--- src/include/axi_ic_settings.svh ---
`ifndef AXI_IC_SETTINGS_SVH
`define AXI_IC_SETTINGS_SVH

// Bus widths shared by every port of the read interconnect
`define AXI_ADDR_WIDTH 32
`define AXI_DATA_WIDTH 32
`define AXI_ID_WIDTH   4
`define AXI_LEN_WIDTH  8
`define AXI_SIZE_WIDTH 3

// Systolic array control registers
`define SA_BASE_ADDR     32'hF000_0000
`define SA_LAST_ADDR     32'hF000_0014

// CORDIC control registers
`define CORDIC_BASE_ADDR 32'hF000_0018
`define CORDIC_LAST_ADDR 32'hF000_0024

// Both window bounds are inclusive
// Any address outside the two windows belongs to DRAM

`endif

--- src/source/axi_map_pkg.sv ---
package axi_map_pkg;

    // Destination of the open CPU read
    // TGT_NONE means the CPU port may accept a new read
    typedef enum logic [1:0] {
        TGT_NONE   = 2'b00,
        TGT_SA     = 2'b01,
        TGT_CORDIC = 2'b10,
        TGT_DRAM   = 2'b11
    } read_target_e;

    // Master that holds the DRAM read address and data channels
    typedef enum logic {
        OWN_S0 = 1'b0,
        OWN_S1 = 1'b1
    } dram_owner_e;

endpackage

--- src/source/axi_chan_pkg.sv ---
package axi_chan_pkg;

    // RRESP codes
    typedef enum logic [1:0] {
        OKAY   = 2'b00,
        EXOKAY = 2'b01,
        SLVERR = 2'b10,
        DECERR = 2'b11
    } axi_resp_e;

    // ARBURST codes with 2'b11 reserved
    typedef enum logic [1:0] {
        FIXED = 2'b00,
        INCR  = 2'b01,
        WRAP  = 2'b10
    } axi_burst_e;

endpackage

--- src/source/read_request_router.sv ---
`timescale 1ns/100ps
`include "axi_ic_settings.svh"

module read_request_router import axi_map_pkg::*; (
    input  logic                       ACLK,
    input  logic                       ARESETN,
    input  logic [`AXI_ADDR_WIDTH-1:0] s0_araddr,
    input  logic                       s0_arvalid,
    output logic                       s0_arready,
    output logic [`AXI_ADDR_WIDTH-1:0] m0_araddr,
    output logic                       m0_arvalid,
    input  logic                       m0_arready,
    output logic [`AXI_ADDR_WIDTH-1:0] m1_araddr,
    output logic                       m1_arvalid,
    input  logic                       m1_arready,
    output logic                       s0_dram_req,
    input  logic                       s0_dram_arready,
    input  logic                       s0_read_done,
    output read_target_e               s0_target
);

    read_target_e addr_target;
    logic         cpu_idle;

    // Memory map decode of the CPU read address
    always_comb begin
        if (s0_araddr >= `SA_BASE_ADDR && s0_araddr <= `SA_LAST_ADDR) begin
            addr_target = TGT_SA;
        end else if (s0_araddr >= `CORDIC_BASE_ADDR && s0_araddr <= `CORDIC_LAST_ADDR) begin
            addr_target = TGT_CORDIC;
        end else begin
            addr_target = TGT_DRAM;
        end
    end

    // New CPU reads wait until the open one has finished
    assign cpu_idle = (s0_target == TGT_NONE);

    assign m0_araddr   = s0_araddr;
    assign m1_araddr   = s0_araddr;
    assign m0_arvalid  = s0_arvalid && cpu_idle && (addr_target == TGT_CORDIC);
    assign m1_arvalid  = s0_arvalid && cpu_idle && (addr_target == TGT_SA);
    assign s0_dram_req = s0_arvalid && cpu_idle && (addr_target == TGT_DRAM);

    // Ready comes back from whichever port the address selects
    always_comb begin
        s0_arready = 1'b0;
        if (cpu_idle) begin
            case (addr_target)
                TGT_CORDIC: s0_arready = m0_arready;
                TGT_SA:     s0_arready = m1_arready;
                TGT_DRAM:   s0_arready = s0_dram_arready;
                default:    s0_arready = 1'b0;
            endcase
        end
    end

    always_ff @(posedge ACLK or negedge ARESETN) begin
        if (!ARESETN) begin
            s0_target <= TGT_NONE;
        end else if (s0_arvalid && s0_arready) begin
            s0_target <= addr_target;
        end else if (s0_read_done) begin
            s0_target <= TGT_NONE;
        end
    end

endmodule

--- src/source/dram_read_arbiter.sv ---
`timescale 1ns/100ps
`include "axi_ic_settings.svh"

module dram_read_arbiter import axi_map_pkg::*, axi_chan_pkg::*; (
    input  logic                       ACLK,
    input  logic                       ARESETN,
    input  logic                       s0_dram_req,
    output logic                       s0_dram_arready,
    input  logic [`AXI_ID_WIDTH-1:0]   s0_arid,
    input  logic [`AXI_ADDR_WIDTH-1:0] s0_araddr,
    input  logic [`AXI_LEN_WIDTH-1:0]  s0_arlen,
    input  logic [`AXI_SIZE_WIDTH-1:0] s0_arsize,
    input  axi_burst_e                 s0_arburst,
    input  logic [`AXI_ID_WIDTH-1:0]   s1_arid,
    input  logic [`AXI_ADDR_WIDTH-1:0] s1_araddr,
    input  logic [`AXI_LEN_WIDTH-1:0]  s1_arlen,
    input  logic [`AXI_SIZE_WIDTH-1:0] s1_arsize,
    input  axi_burst_e                 s1_arburst,
    input  logic                       s1_arvalid,
    output logic                       s1_arready,
    output logic [`AXI_ID_WIDTH-1:0]   m2_arid,
    output logic [`AXI_ADDR_WIDTH-1:0] m2_araddr,
    output logic [`AXI_LEN_WIDTH-1:0]  m2_arlen,
    output logic [`AXI_SIZE_WIDTH-1:0] m2_arsize,
    output axi_burst_e                 m2_arburst,
    output logic                       m2_arvalid,
    input  logic                       m2_arready,
    input  logic                       s0_read_done,
    input  logic                       s1_read_done,
    output dram_owner_e                dram_owner,
    output logic                       dram_busy
);

    // IDLE picks an owner, ADDR presents its AR, BURST waits for the last beat
    typedef enum logic [1:0] {
        ARB_IDLE  = 2'b00,
        ARB_ADDR  = 2'b01,
        ARB_BURST = 2'b10
    } arb_state_e;

    arb_state_e state;
    logic       owner_req;
    logic       owner_done;
    logic       ar_grant;

    assign owner_req  = (dram_owner == OWN_S0) ? s0_dram_req : s1_arvalid;
    assign owner_done = (dram_owner == OWN_S0) ? s0_read_done : s1_read_done;
    assign ar_grant   = (state == ARB_ADDR);
    assign dram_busy  = (state == ARB_BURST);

    // The owner is frozen in ADDR so the m2 fields stay stable until accepted
    assign m2_arvalid      = ar_grant && owner_req;
    assign s0_dram_arready = ar_grant && (dram_owner == OWN_S0) && m2_arready;
    assign s1_arready      = ar_grant && (dram_owner == OWN_S1) && m2_arready;

    always_comb begin
        if (dram_owner == OWN_S0) begin
            m2_arid    = s0_arid;
            m2_araddr  = s0_araddr;
            m2_arlen   = s0_arlen;
            m2_arsize  = s0_arsize;
            m2_arburst = s0_arburst;
        end else begin
            m2_arid    = s1_arid;
            m2_araddr  = s1_araddr;
            m2_arlen   = s1_arlen;
            m2_arsize  = s1_arsize;
            m2_arburst = s1_arburst;
        end
    end

    always_ff @(posedge ACLK or negedge ARESETN) begin
        if (!ARESETN) begin
            state      <= ARB_IDLE;
            dram_owner <= OWN_S0;
        end else begin
            case (state)
                ARB_IDLE: begin
                    if (s0_dram_req && s1_arvalid) begin
                        // With both waiting the master that did not own it last goes next
                        dram_owner <= (dram_owner == OWN_S0) ? OWN_S1 : OWN_S0;
                        state      <= ARB_ADDR;
                    end else if (s0_dram_req) begin
                        dram_owner <= OWN_S0;
                        state      <= ARB_ADDR;
                    end else if (s1_arvalid) begin
                        dram_owner <= OWN_S1;
                        state      <= ARB_ADDR;
                    end
                end
                ARB_ADDR: begin
                    if (m2_arvalid && m2_arready) begin
                        state <= ARB_BURST;
                    end else if (!owner_req) begin
                        state <= ARB_IDLE;
                    end
                end
                ARB_BURST: begin
                    if (owner_done) begin
                        state <= ARB_IDLE;
                    end
                end
                default: state <= ARB_IDLE;
            endcase
        end
    end

endmodule

--- src/source/read_return_mux.sv ---
`timescale 1ns/100ps
`include "axi_ic_settings.svh"

module read_return_mux import axi_map_pkg::*, axi_chan_pkg::*; (
    input  logic                       ACLK,
    input  logic                       ARESETN,
    input  logic [`AXI_ID_WIDTH-1:0]   s0_arid,
    input  logic                       s0_ar_accept,
    input  read_target_e               s0_target,
    input  dram_owner_e                dram_owner,
    input  logic                       dram_busy,
    input  logic [`AXI_DATA_WIDTH-1:0] m0_rdata,
    input  axi_resp_e                  m0_rresp,
    input  logic                       m0_rvalid,
    output logic                       m0_rready,
    input  logic [`AXI_DATA_WIDTH-1:0] m1_rdata,
    input  axi_resp_e                  m1_rresp,
    input  logic                       m1_rvalid,
    output logic                       m1_rready,
    input  logic [`AXI_ID_WIDTH-1:0]   m2_rid,
    input  logic [`AXI_DATA_WIDTH-1:0] m2_rdata,
    input  axi_resp_e                  m2_rresp,
    input  logic                       m2_rlast,
    input  logic                       m2_rvalid,
    output logic                       m2_rready,
    output logic [`AXI_ID_WIDTH-1:0]   s0_rid,
    output logic [`AXI_DATA_WIDTH-1:0] s0_rdata,
    output axi_resp_e                  s0_rresp,
    output logic                       s0_rlast,
    output logic                       s0_rvalid,
    input  logic                       s0_rready,
    output logic [`AXI_ID_WIDTH-1:0]   s1_rid,
    output logic [`AXI_DATA_WIDTH-1:0] s1_rdata,
    output axi_resp_e                  s1_rresp,
    output logic                       s1_rlast,
    output logic                       s1_rvalid,
    input  logic                       s1_rready,
    output logic                       s0_read_done,
    output logic                       s1_read_done
);

    logic [`AXI_ID_WIDTH-1:0] s0_arid_held;
    logic                     s0_owns_dram;
    logic                     s1_owns_dram;

    // AXI4-Lite targets carry no ID, so the CPU ID is kept for the reply
    always_ff @(posedge ACLK or negedge ARESETN) begin
        if (!ARESETN) begin
            s0_arid_held <= '0;
        end else if (s0_ar_accept) begin
            s0_arid_held <= s0_arid;
        end
    end

    assign s0_owns_dram = dram_busy && (dram_owner == OWN_S0) && (s0_target == TGT_DRAM);
    assign s1_owns_dram = dram_busy && (dram_owner == OWN_S1);

    always_comb begin
        s0_rid    = s0_arid_held;
        s0_rdata  = '0;
        s0_rresp  = OKAY;
        s0_rlast  = 1'b0;
        s0_rvalid = 1'b0;
        m0_rready = 1'b0;
        m1_rready = 1'b0;
        case (s0_target)
            TGT_CORDIC: begin
                s0_rdata  = m0_rdata;
                s0_rresp  = m0_rresp;
                s0_rlast  = 1'b1;
                s0_rvalid = m0_rvalid;
                m0_rready = s0_rready;
            end
            TGT_SA: begin
                s0_rdata  = m1_rdata;
                s0_rresp  = m1_rresp;
                s0_rlast  = 1'b1;
                s0_rvalid = m1_rvalid;
                m1_rready = s0_rready;
            end
            TGT_DRAM: begin
                if (s0_owns_dram) begin
                    s0_rid    = m2_rid;
                    s0_rdata  = m2_rdata;
                    s0_rresp  = m2_rresp;
                    s0_rlast  = m2_rlast;
                    s0_rvalid = m2_rvalid;
                end
            end
            default: s0_rvalid = 1'b0;
        endcase
    end

    // Accelerator only ever reads from DRAM
    always_comb begin
        s1_rid    = '0;
        s1_rdata  = '0;
        s1_rresp  = OKAY;
        s1_rlast  = 1'b0;
        s1_rvalid = 1'b0;
        if (s1_owns_dram) begin
            s1_rid    = m2_rid;
            s1_rdata  = m2_rdata;
            s1_rresp  = m2_rresp;
            s1_rlast  = m2_rlast;
            s1_rvalid = m2_rvalid;
        end
    end

    assign m2_rready = (s0_owns_dram && s0_rready) || (s1_owns_dram && s1_rready);

    // One-cycle pulse on the accepted last beat
    assign s0_read_done = s0_rvalid && s0_rready && s0_rlast;
    assign s1_read_done = s1_rvalid && s1_rready && s1_rlast;

endmodule

--- src/source/axi_read_interconnect.sv ---
`timescale 1ns/100ps
`include "axi_ic_settings.svh"

module axi_read_interconnect import axi_map_pkg::*, axi_chan_pkg::*; (
    input  logic                       ACLK,
    input  logic                       ARESETN,
    // CPU master
    input  logic [`AXI_ID_WIDTH-1:0]   s0_arid,
    input  logic [`AXI_ADDR_WIDTH-1:0] s0_araddr,
    input  logic [`AXI_LEN_WIDTH-1:0]  s0_arlen,
    input  logic [`AXI_SIZE_WIDTH-1:0] s0_arsize,
    input  axi_burst_e                 s0_arburst,
    input  logic                       s0_arvalid,
    output logic                       s0_arready,
    output logic [`AXI_ID_WIDTH-1:0]   s0_rid,
    output logic [`AXI_DATA_WIDTH-1:0] s0_rdata,
    output axi_resp_e                  s0_rresp,
    output logic                       s0_rlast,
    output logic                       s0_rvalid,
    input  logic                       s0_rready,
    // Accelerator master
    input  logic [`AXI_ID_WIDTH-1:0]   s1_arid,
    input  logic [`AXI_ADDR_WIDTH-1:0] s1_araddr,
    input  logic [`AXI_LEN_WIDTH-1:0]  s1_arlen,
    input  logic [`AXI_SIZE_WIDTH-1:0] s1_arsize,
    input  axi_burst_e                 s1_arburst,
    input  logic                       s1_arvalid,
    output logic                       s1_arready,
    output logic [`AXI_ID_WIDTH-1:0]   s1_rid,
    output logic [`AXI_DATA_WIDTH-1:0] s1_rdata,
    output axi_resp_e                  s1_rresp,
    output logic                       s1_rlast,
    output logic                       s1_rvalid,
    input  logic                       s1_rready,
    // CORDIC registers on AXI4-Lite
    output logic [`AXI_ADDR_WIDTH-1:0] m0_araddr,
    output logic                       m0_arvalid,
    input  logic                       m0_arready,
    input  logic [`AXI_DATA_WIDTH-1:0] m0_rdata,
    input  axi_resp_e                  m0_rresp,
    input  logic                       m0_rvalid,
    output logic                       m0_rready,
    // Systolic array registers on AXI4-Lite
    output logic [`AXI_ADDR_WIDTH-1:0] m1_araddr,
    output logic                       m1_arvalid,
    input  logic                       m1_arready,
    input  logic [`AXI_DATA_WIDTH-1:0] m1_rdata,
    input  axi_resp_e                  m1_rresp,
    input  logic                       m1_rvalid,
    output logic                       m1_rready,
    // DRAM controller on AXI4
    output logic [`AXI_ID_WIDTH-1:0]   m2_arid,
    output logic [`AXI_ADDR_WIDTH-1:0] m2_araddr,
    output logic [`AXI_LEN_WIDTH-1:0]  m2_arlen,
    output logic [`AXI_SIZE_WIDTH-1:0] m2_arsize,
    output axi_burst_e                 m2_arburst,
    output logic                       m2_arvalid,
    input  logic                       m2_arready,
    input  logic [`AXI_ID_WIDTH-1:0]   m2_rid,
    input  logic [`AXI_DATA_WIDTH-1:0] m2_rdata,
    input  axi_resp_e                  m2_rresp,
    input  logic                       m2_rlast,
    input  logic                       m2_rvalid,
    output logic                       m2_rready
);

    logic         s0_dram_req;
    logic         s0_dram_arready;
    read_target_e s0_target;
    dram_owner_e  dram_owner;
    logic         dram_busy;
    logic         s0_read_done;
    logic         s1_read_done;
    logic         s0_ar_accept;

    // CPU AR handshake captures the ID for register reads
    assign s0_ar_accept = s0_arvalid && s0_arready;

    // Address decode and AXI4-Lite forwarding
    read_request_router u_read_request_router (.*);

    // DRAM AR ownership
    dram_read_arbiter u_dram_read_arbiter (.*);

    // R channel steering back to the masters
    read_return_mux u_read_return_mux (.*);

endmodule

--- config.mk ---
export PLATFORM = sky130hd
export DESIGN_NAME = axi_read_interconnect
export DESIGN_NICKNAME = d
export VERILOG_FILES = /design/src/source/axi_map_pkg.sv /design/src/source/axi_chan_pkg.sv /design/src/source/read_request_router.sv /design/src/source/dram_read_arbiter.sv /design/src/source/read_return_mux.sv /design/src/source/axi_read_interconnect.sv
export VERILOG_INCLUDE_DIRS = /design/src /design/src/include
export SDC_FILE = /design/constraint.sdc
export NUM_CORES = 1
export LEC_CHECK = 0
export ABC_AREA = 1
export BUFFER_PORTS_ARGS = -buffer_cell sky130_fd_sc_hd__buf_2
export CORE_AREA = 4 4 159 161
export CTS_CLUSTER_DIAMETER = 100
export DETAILED_ROUTE_END_ITERATION = 6
export DIE_AREA = 0 0 163 165
export GPL_ROUTABILITY_DRIVEN = 0
export HOLD_SLACK_MARGIN = 0.02
export SYNTH_ARGS = -nofsm -noshare
export SYNTH_HDL_FRONTEND = slang
export SYNTH_SLANG_ARGS = --single-unit
--- constraint.sdc ---
create_clock -name ACLK -period 2.35 [get_ports ACLK]
set_input_delay 0.5875 -clock ACLK [delete_from_list [all_inputs] [get_ports ACLK]]
set_output_delay 0.5875 -clock ACLK [all_outputs]
set_load 0.05 [all_outputs]
After elaboration in Yosys (flattened, before gate mapping):

Cells that the tools add are included.

* flip-flop bits (word level): 9
* input bits: 217
* output and inout port bits: 201
* word-level logic and storage cells: 92

* $lt $le $gt $ge: 4
* eq/ne operators: 11
* mux-type cells: 41
* bitwise operators: 1
* reduce and logical (&&, ||, !) cells: 31

Operators with widths (count)
* 32-bit two-way mux: 3
* 32-bit case mux with 3 select lines: 1
* 32-bit greater-or-equal comparator (second input constant): 2
* 32-bit <= comparator (second input constant): 2
* 2-bit two-way mux: 12
* 1-bit logical AND: 23
* 4-bit two-way mux: 4
* 1-bit two-way mux: 14
* 2-bit case mux with 3 select lines: 2
* 2-bit equality test (second input constant): 5
* 8-bit two-way mux: 1
* 2-bit by 1-bit equality test with 1-bit output (second input constant): 3
* 1-bit case mux with 3 select lines: 2
* 2-bit zero test: 2
* 4-bit by 2-bit != test with 1-bit output (second input constant): 1
* 3-bit two-way mux: 1
* 3-bit != test (second input constant): 1
* 3-bit AND reduction: 1
* 3-bit nonzero test: 1
* 2-bit != test (second input constant): 1
* 1-bit case mux with 2 select lines: 1
* 2-bit AND reduction: 1
* 2-bit nonzero test: 1
* 2-bit OR reduction: 1
* other kinds (2): 2

Longest topological paths before layout:

* depth after elaboration: 11
* depth in mapped cells: 15
* gate-level depth less buffers: 15

Hierarchy:

Synthesis repeated with hierarchy kept, for this count alone.

* cell total of the unflattened synthesis: 642
* area, all modules: 3198.1 sq um

Modules (own cells, without submodules)
* read_return_mux: instances 1, cells each 295, area each 1370.1 sq um, seq. area each 100.1 sq um
* read_request_router: instances 1, cells each 157, area each 962.2 sq um, seq. area each 50.0 sq um
* dram_read_arbiter: instances 1, cells each 188, area each 858.3 sq um, seq. area each 75.1 sq um
* axi_read_interconnect: instances 1, cells each 2, area each 7.5 sq um, seq. area each 0.0 sq um

Least setup slack after synthesis:

OpenSTA, ideal clock, no wires.

* path type: input to output
* start point: input s0_araddr[19]
* end point: output s0_arready
* data arrival time: 2476 ps
* data required time: 1762 ps
* path slack: -714 ps
* stages on the path: 10
* buffers on the path: 0
* cell sequence: nor2_1 > nand2_1 > nor2_4 > nor2b_1 > nand2_2 > nand2_4 > nand3_2 > nand2_2 > inv_4 > a21boi_0

* cells in the longest elaborated chain, start to end: 7
* elaborated cells between the ends (all ways): 13
* those cells by class: order compare: 4; eq/ne: 3; mux: 4; reduce/logical: 2

Ends and longest elaborated chain
* start, declared: line axi_read_interconnect.sv:9 `` input logic [`AXI_ADDR_WIDTH-1:0] s0_araddr, ``
* 32-bit greater-or-equal comparator (no line) / 32-bit <= comparator (equally long branches)
* 1-bit logical AND (no line)
* 1-bit two-way mux: line read_request_router.sv:29 `` end else if (s0_araddr >= `CORDIC_BASE_ADDR && s0_araddr <= `CORDIC_LAST_ADDR) begin ``
* 2-bit two-way mux (*): line read_request_router.sv:27 `` if (s0_araddr >= `SA_BASE_ADDR && s0_araddr <= `SA_LAST_ADDR) begin ``
* 2-bit equality test / 2-bit by 1-bit equality test with 1-bit output (equally long branches): line read_request_router.sv:49 `case (addr_target)`
* 1-bit case mux with 3 select lines (*): line read_request_router.sv:49
* 1-bit two-way mux (*): line read_request_router.sv:48 `if (cpu_idle) begin`
* end, declared: line axi_read_interconnect.sv:14 `output logic s0_arready,`

Mark *: on every way between the ends. The rest lies on a longest branch, timed or not.

Worst setup path after layout:

* start point: input s0_araddr[13]
* end point: output m0_arvalid

* cells in the longest elaborated chain, start to end: 6
* elaborated cells between the ends (all ways): 10
* those cells by class: order compare: 4; eq/ne: 1; mux: 2; reduce/logical: 3

Ends and longest elaborated chain
* 32-bit greater-or-equal comparator (no line) / 32-bit <= comparator (equally long branches)
* 1-bit logical AND (no line)
* 1-bit two-way mux: line read_request_router.sv:29
* 2-bit two-way mux (*): line read_request_router.sv:27
* 2-bit equality test (*): line read_request_router.sv:41 `assign m0_arvalid = s0_arvalid && cpu_idle && (addr_target == TGT_CORDIC);`
* 1-bit logical AND (*): line read_request_router.sv:41
* end, declared: line axi_read_interconnect.sv:37 `output logic m0_arvalid,`

Marks and branches as above.

==> results.ini <==
[synth]
synth_async_sr_flop_share_pct=100.0
synth_warnings=0
netlist_top_cells_area=sky130_fd_sc_hd__nand2_1, sky130_fd_sc_hd__buf_4, sky130_fd_sc_hd__inv_1
synth_top_cell_area_share_pct=27.83
synth_cell_types=31
mapped_cell_area_sq_um=3211
synthCells=630
syn_nets=852
post_synth.cell_area_avg_sq_um=5.096
synth_edf_count=0
yosysSeqAreaShare_pct=7.015
synth_seq_cells=9
yosys_most_used_dff=sky130_fd_sc_hd__dfrtp_1
cell_type_with_the_largest_total_area_after_synthesis=sky130_fd_sc_hd__nand2_1

[cts]
clkTransAtPathRegs_ns=0.04
maximum_level_of_the_cts_h_tree=1
clkSinkCount=9
root_buffer=sky130_fd_sc_hd__clkbuf_16
cts-root-to-sink-buffers=2
tritoncts_clock_tree=done
cts_hold_buf=0
clock_insertion_delay_worst_skew_ns=0.23
cts_made_buffers=3

[power]
sequentialPowerShare_pct=4.0
irDropWorstVdd_mv=0.4442
switching_power_mw=4.935
finalPower_mw=7.618
comb_power_share_pct=92.0
power_frac_clock_pct=4.0
power_density_nw_per_um2=1018
cellInternalPower_mw=2.683
p_leak_nw=4.002
power.switching_fraction_pct=64.78

[finish]
finalInstanceArea_sq_um=7482
final_cells=1357
sequential_cell_area_sq_um=229.0
final.fill_count=2581
drive_gt1_share_pct=63.86
num-nets-final=1255
utilization_pct=31.22
multi_input_area_sq_um=2948
areaGrowthSynthToFinish_pct=133.0

[critical_path]
crit_required_ns=1.76
critical_path_arrival_ns=1.92
timing.setup.critical_path_class=input port to output port
critical_path_peak_fanout=3
crit_path_start_kind=input port
cp-end-kind=output port

[drt]
drt-total-wl_mm=20.75
drcViolationCount=0
drt_first_pass_iters=4
detail-route-antenna-nets=0
count_of_vias_placed_by_the_detailed_router=5408
drt-initial-drc-count=162
detail_route.vias_per_cell=3.985
routed_wire_length_per_instance_microns=15.29

[placed_design]
pre_cts_slack_ns=-0.2809
place_inst=1324
placedInstanceArea_sq_um=6241
port_buffers=417
dpl.hpwl_mm=16.01

[global_routing]
largest_net_degree_at_the_start_of_global_routing=57
grt_util_all_layers_pct=13.00
grt_pass1_vias=5015
overflow=0
grt_pass1_wl_mm=27.50
antenna_found_initial=3

[sta]
slew_headroom_pct=71.23
max_clock_freq_mhz=399.1
skew_ns=0.0009746
worst_slew_pin_slew_ns=0.4248
post_route_fraction_of_the_period_consumed_by_the_critical_path_pct=106.6
setup_slack_of_the_critical_path_after_layout_ns=-0.1558
post-route-min-period_ns=2.506
finalMaxSlewViolations=0
finalSetupTns_ns=-0.9615
grt_setup_unrepaired=true
report.final.hold_viol_count=0
whs_ns=0.2077
setup_viol=16

[die]
dieArea_sq_um=26900
placeableCoreArea_sq_um=23960
die_width_microns=163
die_height_microns=165
pin_count=418
initial_utilization_pct=13.40
row_count=57

[hold_path]
hp-class=input port to asynchronous set/reset pin

[outcome]
failed_checks=negative setup slack
status=finished, violations left

[run]
cap_viol_max_count=0

[state kept, by name (all words and copies together) (netlist names)]
signal / cells
u_read_return_mux.s0_arid_held: 4
u_dram_read_arbiter.state: 2
u_read_request_router.s0_target: 2
u_dram_read_arbiter.dram_owner: 1
[cells in the mapped netlist, types with 2 or more instances]
library cell	count
sky130_fd_sc_hd__nand4_1	4
sky130_fd_sc_hd__nor2_4	5
sky130_fd_sc_hd__nor3_1	2
sky130_fd_sc_hd__nor2_2	9
sky130_fd_sc_hd__dfrtp_1	9
sky130_fd_sc_hd__buf_4	64
sky130_fd_sc_hd__inv_4	2
sky130_fd_sc_hd__o21ai_0	32
sky130_fd_sc_hd__nand2_2	12
sky130_fd_sc_hd__inv_1	79
sky130_fd_sc_hd__nor2_1	60
sky130_fd_sc_hd__ha_1	5
sky130_fd_sc_hd__a31oi_1	34
sky130_fd_sc_hd__inv_2	9
sky130_fd_sc_hd__nand2_4	3
sky130_fd_sc_hd__clkbuf_1	29
sky130_fd_sc_hd__o21ai_2	4
sky130_fd_sc_hd__nand3_2	3
sky130_fd_sc_hd__nand3_1	16
sky130_fd_sc_hd__nand2_1	238
[worst paths after layout]
path,from,to,slack (ns),cells past startpoint
max,s0_araddr[13],m0_arvalid,-0.16,13
min,ARESETN,u_read_return_mux.s0_arid_held[0]$_DFFE_PN0P_,0.21,1
max reg2reg,u_read_request_router.s0_target[0]$_DFFE_PN0P_,u_dram_read_arbiter.state[1]$_DFFE_PN0P_,0.23,12
min reg2reg,u_read_return_mux.s0_arid_held[2]$_DFFE_PN0P_,u_read_return_mux.s0_arid_held[2]$_DFFE_PN0P_,0.48,2
max in group asynchronous,ARESETN,u_read_request_router.s0_target[1]$_DFFE_PN0P_,1.93,1
min in group ACLK,u_read_return_mux.s0_arid_held[2]$_DFFE_PN0P_,u_read_return_mux.s0_arid_held[2]$_DFFE_PN0P_,0.48,2
[timing repair]
action                                  in CTS  in global routing
buffers inserted                             6                 13
pin swaps                                   19                 38
endpoints found under the setup margin      39                 42
resized for setup                           87                156
cloned                                       3                  6
[worst max-delay path: stages]
cell	delay, ns
sky130_fd_sc_hd__buf_6	0.10
sky130_fd_sc_hd__nor2_4	0.16
sky130_fd_sc_hd__nand2_1	0.07
sky130_fd_sc_hd__nor2_1	0.12
sky130_fd_sc_hd__nand3_1	0.12
sky130_fd_sc_hd__nand2_2	0.09
sky130_fd_sc_hd__nand2_2	0.06
sky130_fd_sc_hd__nand2_4	0.07
sky130_fd_sc_hd__nand2_4	0.06
sky130_fd_sc_hd__buf_4	0.13
sky130_fd_sc_hd__buf_6	0.11
sky130_fd_sc_hd__nor2_4	0.09
sky130_fd_sc_hd__buf_8	0.15
[per-layer routing]
metal | track usage [%] | wire, microns | vias up
li1 | - | - | 2673
met1 | 14.02 | 7666 | 2420
met2 | 25.47 | 11020 | 285
met3 | 2.421 | 1512 | 28
met4 | 3.965 | 529 | 2
met5 | 0 | 20 | -
[power groups by stage]
stage                     combinational (mW)  clock (mW)  sequential, mW
after detailed placement                6.25           0           0.295
after floorplan                         4.56           0           0.273
after global placement                  6.22           0           0.291
after global routing                    7.37       0.326           0.320
final                                   7.01       0.303           0.308
after CTS                               6.59       0.310           0.301
[kinds of logic (layout without fill, tap and decap cells)]
group | after synthesis | after routing | synth area share (%)
fa+ha+maj | 5 | 5 | 1.949
other cells | 0 | 1 | 0
compound gates | 76 | 76 | 14.11
simple gates | 355 | 355 | 47.39
flops | 9 | 9 | 7.015
buf+inv | 185 | 587 | 29.54
[area by class of cell]
class                      instances  area share, %
antenna                            1        0.03344
clock buffer                       4          1.054
inverter                          90          4.849
multi-input combinational        436          39.40
sequential                         9          3.060
tap                              324          5.418
timing repair buffer             493          46.19
[cell usage in the layout, fill, tap and decap left out, drive strengths merged]
cell,instances
o21ai,37
nand2,254
diode,1
o21bai,1
nor3,3
inv,89
dfrtp,9
a21boi,1
clkinv,1
o311ai,1
nand3,19
a21o,1
nor2b,1
buf,488
a31oi,34
nand4,4
ha,5
nor2,74
clkbuf,9
a22o,1
No activity file was read; power rests on OpenSTA's default activity.
